File: config.mk
export PLATFORM = sky130hd
export DESIGN_NAME = oflow_calc_iou
export DESIGN_NICKNAME = d
export VERILOG_FILES = /design/src/hw/oflow_pkg.sv /design/src/hw/oflow_bbox_overlap.sv /design/src/hw/oflow_bbox_area.sv /design/src/hw/oflow_iou_divider.sv /design/src/hw/oflow_calc_iou.sv
export SDC_FILE = /design/constraint.sdc
export NUM_CORES = 2
export LEC_CHECK = 0
export ABC_AREA = 0
export ABC_CLOCK_PERIOD_IN_PS = 18100
export BUFFER_PORTS_ARGS = -buffer_cell sky130_fd_sc_hd__buf_2
export CAP_MARGIN = 10
export CORE_ASPECT_RATIO = 1.75
export CORE_MARGIN = 1
export CORE_UTILIZATION = 35
export CTS_CLUSTER_DIAMETER = 150
export DETAILED_ROUTE_END_ITERATION = 16
export HOLD_SLACK_MARGIN = 0.08
export PLACE_DENSITY = 0.51
export SYNTH_ARGS = -nofsm -noshare
export SYNTH_HDL_FRONTEND = slang
export SYNTH_SLANG_ARGS = --single-unit
File: constraint.sdc
create_clock -name clk -period 18.1 [get_ports clk]
set_input_delay 0.905 -clock clk [delete_from_list [all_inputs] [get_ports clk]]
set_output_delay 0.905 -clock clk [all_outputs]
set_load 0.01 [all_outputs]
File: src/hw/oflow_pkg.sv
/*
 * optical-flow tracker, overlap cost path
 * shared coordinate, box, area and cost types plus the
 * field layout of a packed bounding box
 */
package oflow_pkg;

	// ------------------------------
	// frame coordinates
	// ------------------------------
	localparam int COORD_W = 11;                   // covers a 2048 pixel frame
	typedef logic [COORD_W-1:0] coord_t;

	// ------------------------------
	// packed box {x_tl, y_tl, x_br, y_br}
	// ------------------------------
	localparam int BBOX_W = 4 * COORD_W;
	typedef logic [BBOX_W-1:0] bbox_t;

	// low bit of each field, x_tl sits on top
	localparam int Y_BR_POS = 0;
	localparam int X_BR_POS = Y_BR_POS + COORD_W;
	localparam int Y_TL_POS = X_BR_POS + COORD_W;
	localparam int X_TL_POS = Y_TL_POS + COORD_W;

	// ------------------------------
	// areas
	// ------------------------------
	// product of two extents
	localparam int AREA_W = 2 * COORD_W;
	typedef logic [AREA_W-1:0] area_t;

	// sum of two areas needs one carry bit
	typedef logic [AREA_W:0] area_sum_t;

	// ------------------------------
	// cost
	// ------------------------------
	// fraction of one, 16 bits
	localparam int IOU_W = 16;
	typedef logic [IOU_W-1:0] iou_t;

	localparam iou_t IOU_FULL = '1;                // cost of no overlap at all

	// quotient reaches 65536 for identical boxes, so one bit above IOU_W
	localparam int DIV_STEPS = IOU_W + 1;

endpackage

File: src/hw/oflow_bbox_overlap.sv
/*
 * bbox overlap stage
 * clips two boxes against each other and registers the
 * area of their intersection, zero when they do not overlap
 */
`timescale 1ns/100ps

module oflow_bbox_overlap (
	input  logic             clk,
	input  logic             reset_N,
	input  logic             load,
	input  oflow_pkg::bbox_t box_a,
	input  oflow_pkg::bbox_t box_b,
	output oflow_pkg::area_t inter_area,
	output logic             inter_valid
);

	localparam int CW = oflow_pkg::COORD_W;

	// box corners
	oflow_pkg::coord_t a_x_tl, a_y_tl, a_x_br, a_y_br;
	oflow_pkg::coord_t b_x_tl, b_y_tl, b_x_br, b_y_br;

	// intersection corners
	oflow_pkg::coord_t ix_tl, iy_tl, ix_br, iy_br;
	oflow_pkg::coord_t ext_x, ext_y;
	oflow_pkg::area_t  inter_next;
	logic              empty;

	function automatic oflow_pkg::coord_t cmax(input oflow_pkg::coord_t a,
		input oflow_pkg::coord_t b);
		return (a > b) ? a : b;
	endfunction

	function automatic oflow_pkg::coord_t cmin(input oflow_pkg::coord_t a,
		input oflow_pkg::coord_t b);
		return (a < b) ? a : b;
	endfunction

	// ------------------------------
	// field split
	// ------------------------------
	assign a_x_tl = box_a[oflow_pkg::X_TL_POS +: CW];
	assign a_y_tl = box_a[oflow_pkg::Y_TL_POS +: CW];
	assign a_x_br = box_a[oflow_pkg::X_BR_POS +: CW];
	assign a_y_br = box_a[oflow_pkg::Y_BR_POS +: CW];
	assign b_x_tl = box_b[oflow_pkg::X_TL_POS +: CW];
	assign b_y_tl = box_b[oflow_pkg::Y_TL_POS +: CW];
	assign b_x_br = box_b[oflow_pkg::X_BR_POS +: CW];
	assign b_y_br = box_b[oflow_pkg::Y_BR_POS +: CW];

	// ------------------------------
	// clipping
	// ------------------------------
	assign ix_tl = cmax(a_x_tl, b_x_tl);           // inner left edge
	assign iy_tl = cmax(a_y_tl, b_y_tl);           // inner top edge
	assign ix_br = cmin(a_x_br, b_x_br);
	assign iy_br = cmin(a_y_br, b_y_br);

	// touching edges count as no overlap
	assign empty = (ix_br <= ix_tl) || (iy_br <= iy_tl);

	assign ext_x      = ix_br - ix_tl;             // only meaningful when !empty
	assign ext_y      = iy_br - iy_tl;
	assign inter_next = ext_x * ext_y;             // 22 bit context

	always_ff @(posedge clk) begin
		if (load)
			inter_area <= empty ? '0 : inter_next;
	end

	always_ff @(posedge clk, posedge reset_N) begin
		if (reset_N)
			inter_valid <= 1'b0;
		else
			inter_valid <= load;                   // one cycle behind load
	end

endmodule

File: src/hw/oflow_bbox_area.sv
/*
 * bbox area stage
 * derives width and height of both boxes from their corners
 * and registers the sum of the two areas
 */
`timescale 1ns/100ps

module oflow_bbox_area (
	input  logic                 clk,
	input  logic                 reset_N,
	input  logic                 load,
	input  oflow_pkg::bbox_t     box_a,
	input  oflow_pkg::bbox_t     box_b,
	output oflow_pkg::area_sum_t area_sum,
	output logic                 area_valid
);

	localparam int CW = oflow_pkg::COORD_W;

	oflow_pkg::area_t     area_a;
	oflow_pkg::area_t     area_b;
	oflow_pkg::area_sum_t sum_next;

	// edge length, clamped at zero for flipped corners
	function automatic oflow_pkg::coord_t extent(input oflow_pkg::coord_t lo,
		input oflow_pkg::coord_t hi);
		return (hi > lo) ? hi - lo : '0;
	endfunction

	// width times height of one packed box
	function automatic oflow_pkg::area_t box_area(input oflow_pkg::bbox_t b);
		oflow_pkg::coord_t w;
		oflow_pkg::coord_t h;
		oflow_pkg::area_t  a;
		w = extent(b[oflow_pkg::X_TL_POS +: CW], b[oflow_pkg::X_BR_POS +: CW]);
		h = extent(b[oflow_pkg::Y_TL_POS +: CW], b[oflow_pkg::Y_BR_POS +: CW]);
		a = w * h;                                 // widened to area width
		return a;
	endfunction

	// ------------------------------
	// areas
	// ------------------------------
	assign area_a = box_area(box_a);
	assign area_b = box_area(box_b);

	// carry bit kept
	assign sum_next = oflow_pkg::area_sum_t'(area_a) + oflow_pkg::area_sum_t'(area_b);

	always_ff @(posedge clk) begin
		if (load)
			area_sum <= sum_next;
	end

	// same cycle as the overlap stage
	always_ff @(posedge clk, posedge reset_N) begin
		if (reset_N)
			area_valid <= 1'b0;
		else
			area_valid <= load;
	end

endmodule

File: src/hw/oflow_iou_divider.sv
/*
 * iou divider
 * forms the union, divides the scaled intersection by it with a
 * restoring divider and outputs the cost as one minus the ratio
 */
`timescale 1ns/100ps

module oflow_iou_divider (
	input  logic                 clk,
	input  logic                 reset_N,
	input  logic                 start,
	input  oflow_pkg::area_t     inter_area,
	input  oflow_pkg::area_sum_t area_sum,
	output logic                 valid_iou,
	output oflow_pkg::iou_t      iou
);

	localparam int IW    = oflow_pkg::IOU_W;
	localparam int STEPS = oflow_pkg::DIV_STEPS;
	localparam int NUM_W = $bits(oflow_pkg::area_t) + IW;      // intersection << 16
	localparam int DEN_W = $bits(oflow_pkg::area_sum_t) + IW;  // union << 16
	localparam int CNT_W = $clog2(STEPS);

	typedef enum logic [1:0] {
		idle,
		divide,
		finish
	} div_state_t;

	div_state_t state;

	logic [CNT_W-1:0] step_q;                      // divide step index
	logic [NUM_W-1:0] rem_q;                       // partial remainder
	logic [DEN_W-1:0] den_q;                       // shifted union
	logic [STEPS-1:0] quo_q;
	logic             zero_union_q;

	oflow_pkg::area_sum_t union_area;
	oflow_pkg::iou_t      ratio;
	oflow_pkg::iou_t      cost;
	logic                 take;

	// ------------------------------
	// union and compare
	// ------------------------------
	assign union_area = area_sum - oflow_pkg::area_sum_t'(inter_area);

	// remainder covers the shifted union, quotient bit is one
	assign take = {1'b0, rem_q} >= den_q;

	// 65536 only for equal boxes, clip to full scale
	assign ratio = quo_q[STEPS-1] ? oflow_pkg::IOU_FULL : quo_q[IW-1:0];
	assign cost  = oflow_pkg::IOU_FULL - ratio;

	// ------------------------------
	// control FSM
	// ------------------------------
	always_ff @(posedge clk, posedge reset_N) begin
		if (reset_N) begin
			state     <= idle;
			step_q    <= '0;
			valid_iou <= 1'b0;
			iou       <= '0;
		end else begin
			valid_iou <= 1'b0;                     // pulse by default
			case (state)
				idle: begin
					if (start) begin
						state  <= divide;
						step_q <= '0;
					end
				end
				divide: begin
					step_q <= step_q + 1'b1;
					if (step_q == CNT_W'(STEPS - 1))
						state <= finish;           // last quotient bit this cycle
				end
				finish: begin
					// empty union, nothing to match
					iou       <= zero_union_q ? oflow_pkg::IOU_FULL : cost;
					valid_iou <= 1'b1;
					state     <= idle;
				end
				default: state <= idle;
			endcase
		end
	end

	// ------------------------------
	// datapath, msb quotient bit first
	// ------------------------------
	always_ff @(posedge clk) begin
		if (state == idle && start) begin
			rem_q        <= {inter_area, {IW{1'b0}}};
			den_q        <= {union_area, {IW{1'b0}}};
			quo_q        <= '0;
			zero_union_q <= (union_area == '0);
		end else if (state == divide) begin
			if (take)
				rem_q <= rem_q - den_q[NUM_W-1:0]; // den fits when take is set
			den_q <= den_q >> 1;
			quo_q <= {quo_q[STEPS-2:0], take};
		end
	end

endmodule

File: src/hw/oflow_calc_iou.sv
/*
 * overlap cost top
 * captures a detection box and a history box on start and returns
 * one minus their iou after a fixed latency of 21 cycles
 */
`timescale 1ns/100ps

module oflow_calc_iou (
	input  logic             clk,
	input  logic             reset_N,
	input  logic             start,
	input  oflow_pkg::bbox_t bbox_k,
	input  oflow_pkg::bbox_t bbox_hist,
	output logic             busy,
	output logic             valid_iou,
	output oflow_pkg::iou_t  iou
);

	logic                 accept;                  // start taken this cycle
	logic                 busy_q;
	logic                 load_q;
	oflow_pkg::bbox_t     box_k_q;
	oflow_pkg::bbox_t     box_hist_q;

	oflow_pkg::area_t     inter_area;
	logic                 inter_valid;
	oflow_pkg::area_sum_t area_sum;
	logic                 area_valid;
	logic                 div_start;

	// ------------------------------
	// capture and busy
	// ------------------------------
	// busy falls together with the result pulse
	assign busy   = busy_q & ~valid_iou;
	assign accept = start & ~busy;                 // starts in flight are dropped

	always_ff @(posedge clk) begin
		if (accept) begin
			box_k_q    <= bbox_k;
			box_hist_q <= bbox_hist;
		end
	end

	always_ff @(posedge clk, posedge reset_N) begin
		if (reset_N) begin
			busy_q <= 1'b0;
			load_q <= 1'b0;
		end else begin
			load_q <= accept;                      // stages see captured boxes
			if (accept)
				busy_q <= 1'b1;
			else if (valid_iou)
				busy_q <= 1'b0;
		end
	end

	// ------------------------------
	// stages
	// ------------------------------
	oflow_bbox_overlap oflow_bbox_overlap_i (
		.clk         (clk),
		.reset_N     (reset_N),
		.load        (load_q),
		.box_a       (box_k_q),
		.box_b       (box_hist_q),
		.inter_area  (inter_area),
		.inter_valid (inter_valid)
	);

	oflow_bbox_area oflow_bbox_area_i (
		.clk        (clk),
		.reset_N    (reset_N),
		.load       (load_q),
		.box_a      (box_k_q),
		.box_b      (box_hist_q),
		.area_sum   (area_sum),
		.area_valid (area_valid)
	);

	// both stages finish on the same cycle
	assign div_start = inter_valid & area_valid;

	oflow_iou_divider oflow_iou_divider_i (
		.clk        (clk),
		.reset_N    (reset_N),
		.start      (div_start),
		.inter_area (inter_area),
		.area_sum   (area_sum),
		.valid_iou  (valid_iou),
		.iou        (iou)
	);

endmodule

==> impl_results.md <==
- Post-Synthesis Cells: ~3,200
- PwrDens: around 41 nW/µm²
- Synth Area per Inst: 9.04 µm²
- Placed inst area: just over 30,000 µm²
- Setup tns final: 0 ps
- Core area: a little over 80,000 µm²
- Final Skew: 30.6 ps
- Commonest non-fill, non-tap cell in the layout: inv_1
- CTS tree: yes
- Worst Path Arrival: between 10,000 and 15,000 ps
- Synthesized cell area: 28,700 µm²
- Startpoint Class: register
- CTS Buf Count: 28
- Tcrit/Tclk final: 0.570
- Die area: 83,100 µm²
- Drt drc: 0
- Crit path kind: register to register
- Final instance area: 31,300 µm²
- Critical path fanouts, max: 10
- Vias per cell: 4.97
- CTS sink cnt: 255
- # placed instances: 4,249
- First-iteration detailed-routing DRC count: 822
- Clock transition at path regs: 70 ps
- DRT Pass-1 Iters: 5
- Final hold vios: 0
- Clk buf depth: 3
- Htree depth: 1
- Critical path capture point type: register
- Max Slew Vio Count: 0
- Worst Hold Margin: 374 ps
- Routed WL: 78,600 µm
- Routability cong.: 0.911
- # port buffers: 108
- Beginning of the worst register-to-register path: box_k_q[34]$_DFFE_PP_
- RSZ-0062 raised after global routing: false
- Row count: between 100 and 150
- Crit path required time: 18,440 ps
- Post-synth EDFFs: 179
- Status: finished clean
- Drt wl/cell: roughly 18 µm
- Max cap viols: 0
- HP Class: primary input to async pin
- Post-CTS Setup Inserts: 0
- Diode count: 0
- Largest net degree at the start of global routing: just over 70
- Distinct cells, synth: 72
- Reg2reg path depth: 38
- Yosys top cell area share: 0.200
- Number of hold buffers added after cts: 0
- Yosys top cell by area: fa_1
- Leak: 15.0 nW
- Critical Path Most Common Cell: fa_1
- Dpl hpwl: 66,700 µm
- Synth warn: 0
- Final setup vio count: 0
- Post-cts sizing count: 0
- Fmax: 97.0 MHz
- Number of non-filler instances in the completed layout: 4,300
- Fin crit period: 10,310 ps
- Layout cell share with drive strength beyond 1: 0.0705
- Top cells by area, synth: fa_1 (20%), edfxtp_1 (19%), ha_1 (15%), inv_1 (7.3%), nand2_1 (5.0%)
- I/O Pins: about 110
- Root buf cell: clkbuf_16
- Async set-or-reset flop fraction in the synthesized netlist: 0.106
- Slew HR: 0.286
- Flop and latch count out of synthesis: 255
- Remaining Overflow, GRT: 0
- Initial Utilization: 0.354
- Die Span Y: 381 µm
- Initial antenna violation count: 1
- Commonest cells after routing, fill and taps aside: inv_1 (558), nand2_1 (384), ha_1 (342)
- First-pass GRT wire length: 124,000 µm
- VDD IR max: 0.0699 mV
- ANT nets after route: 0
- Crit path largest cell delay: between 600 and 700 ps
- Vias in the first global route: approximately 23,000
- Worst reg2reg endpoint: oflow_bbox_overlap_i.inter_area[20]$_SDFFCE_PP0P_
- Area Overhead vs Synth: 9.39%
- GRT Total Usage: 0.193
- DIE WIDTH: between 200 and 250 µm
- Worst skew pair latency: 590 ps
- Utilization after layout: 0.387
- Final #Nets: between 3,000 and 4,000
- Number of fill cells in the layout: 8,332
- Top_reg_cell synth: edfxtp_1
- Seq/Total Area, Yosys: 0.245
- Worst-margin pin slew: 1070 ps
- Slowest cell on the critical path: o31a_1
- Vias: roughly 21,000
- Mapped Nets: around 4,000
- R2r setup slk: 7790 ps
## per-layer routing
metal	wire (µm)	share of wire	up-vias	track usage
met5	0	0	-	0
met2	43900	0.56	344	0.387
met3	1640	0.021	146	0.0140
li1	-	-	10400	-
met4	4670	0.059	0	0.101
met1	28400	0.36	10400	0.191
## Yosys cell counts (6+ instances only)
| cell type | number |
|---|---|
| o22ai_1 | 9 |
| a22o_1 | 13 |
| mux2i_1 | 38 |
| o211ai_1 | 6 |
| inv_1 | 558 |
| a211oi_1 | 8 |
| nor3b_1 | 13 |
| dfxtp_1 | 49 |
| or2_2 | 11 |
| nor2_1 | 254 |
| o31a_1 | 12 |
| clkbuf_1 | 94 |
| nor2b_1 | 42 |
| dfrtp_1 | 27 |
| nor3_1 | 30 |
| nand4_1 | 28 |
| a31oi_1 | 11 |
| edfxtp_1 | 179 |
| xor2_1 | 48 |
| a21oi_1 | 150 |
| fa_1 | 287 |
| a21boi_0 | 14 |
| nor4_1 | 6 |
| and2_1 | 73 |
| nand3_1 | 35 |
| o21ai_0 | 134 |
| a21o_1 | 67 |
| nand2_1 | 384 |
| ha_1 | 342 |
| nand2b_1 | 31 |
| o21bai_1 | 14 |
| and3_1 | 20 |
| mux2_2 | 22 |
| o21a_1 | 24 |
| xnor2_1 | 70 |
| or3_1 | 7 |
## how the worst max path moves through the flow
stage	slack, ps	endpoint	start
3_5_place_dp	7840	oflow_bbox_overlap_i.inter_area[20]$_SDFFCE_PP0P_	box_k_q[12]$_DFFE_PP_
6_report	7790	oflow_bbox_overlap_i.inter_area[20]$_SDFFCE_PP0P_	box_k_q[34]$_DFFE_PP_
4_1_cts	7820	oflow_bbox_overlap_i.inter_area[20]$_SDFFCE_PP0P_	box_hist_q[23]$_DFFE_PP_
5_1_grt	7140	oflow_bbox_overlap_i.inter_area[20]$_SDFFCE_PP0P_	box_k_q[34]$_DFFE_PP_
3_3_place_gp	7930	oflow_bbox_overlap_i.inter_area[20]$_SDFFCE_PP0P_	box_k_q[12]$_DFFE_PP_
2_1_floorplan	8590	oflow_bbox_overlap_i.inter_area[20]$_SDFFCE_PP0P_	box_k_q[1]$_DFFE_PP_
## logic make-up (layout without fill, tap and decap cells)
group,Yosys count,count (layout),share of synthesized area
and+or+nand+nor,945,945,0.149
buffers and inverters,658,738,0.0862
adders and majority gates,629,629,0.350
AOI/OAI and AO/OA,505,505,0.111
DFF,255,255,0.245
xor gates and xnor gates,118,118,0.0361
muxes,60,60,0.0219
## power breakdown
| part | switching [mW] | internal (mW) |
|---|---|---|
| combinational | 0.00513 | 0.00690 |
| sequential | 0 | 0.620 |
| clock | 0.259 | 0.386 |
## cell type report
| cell class | instances | area (µm²) | area share |
|---|---|---|---|
| multi-input cells | 2257 | 19200 | 0.612 |
| flip-flops and latches | 255 | 7030 | 0.224 |
| inverters | 559 | 2100 | 0.0669 |
| well taps | 1050 | 1310 | 0.0419 |
| clock buffers | 29 | 704 | 0.0225 |
| repair buffers | 128 | 691 | 0.0220 |
| clock inverters | 22 | 324 | 0.0103 |
## critical path: cells and delay by family (launching register included)
kind	cells	cell delay, ps
DFF	1	440
AOI/OAI and AO/OA	13	3060
buffers and inverters	3	150
xor gates and xnor gates	1	170
and+or+nand+nor	11	2070
muxes	1	420
adders and majority gates	9	3750
## flip-flops by register name (all words and copies together) (netlist names)
| signal | flops |
|---|---|
| oflow_iou_divider_i.state | 2 |
| box_hist_q | 44 |
| busy_q | 1 |
| oflow_bbox_area_i.area_valid | 1 |
| box_k_q | 44 |
| oflow_iou_divider_i.step_q | 5 |
| oflow_iou_divider_i.rem_q | 38 |
| oflow_iou_divider_i.den_q | 39 |
| oflow_iou_divider_i.valid_iou | 1 |
| oflow_iou_divider_i.quo_q | 17 |
| load_q | 1 |
| oflow_bbox_overlap_i.inter_area | 22 |
| oflow_iou_divider_i.iou | 16 |
| oflow_iou_divider_i.zero_union_q | 1 |
| oflow_bbox_area_i.area_sum | 23 |
## stage by stage
step	power (mW)	worst slack, ps
4_1_cts	1.30	7820
5_1_grt	1.31	7140
2_1_floorplan	0.634	8590
3_3_place_gp	0.645	7930
3_5_place_dp	0.645	7840
6_report	1.28	7790
Note: power is estimated with default switching activity, not from simulation.
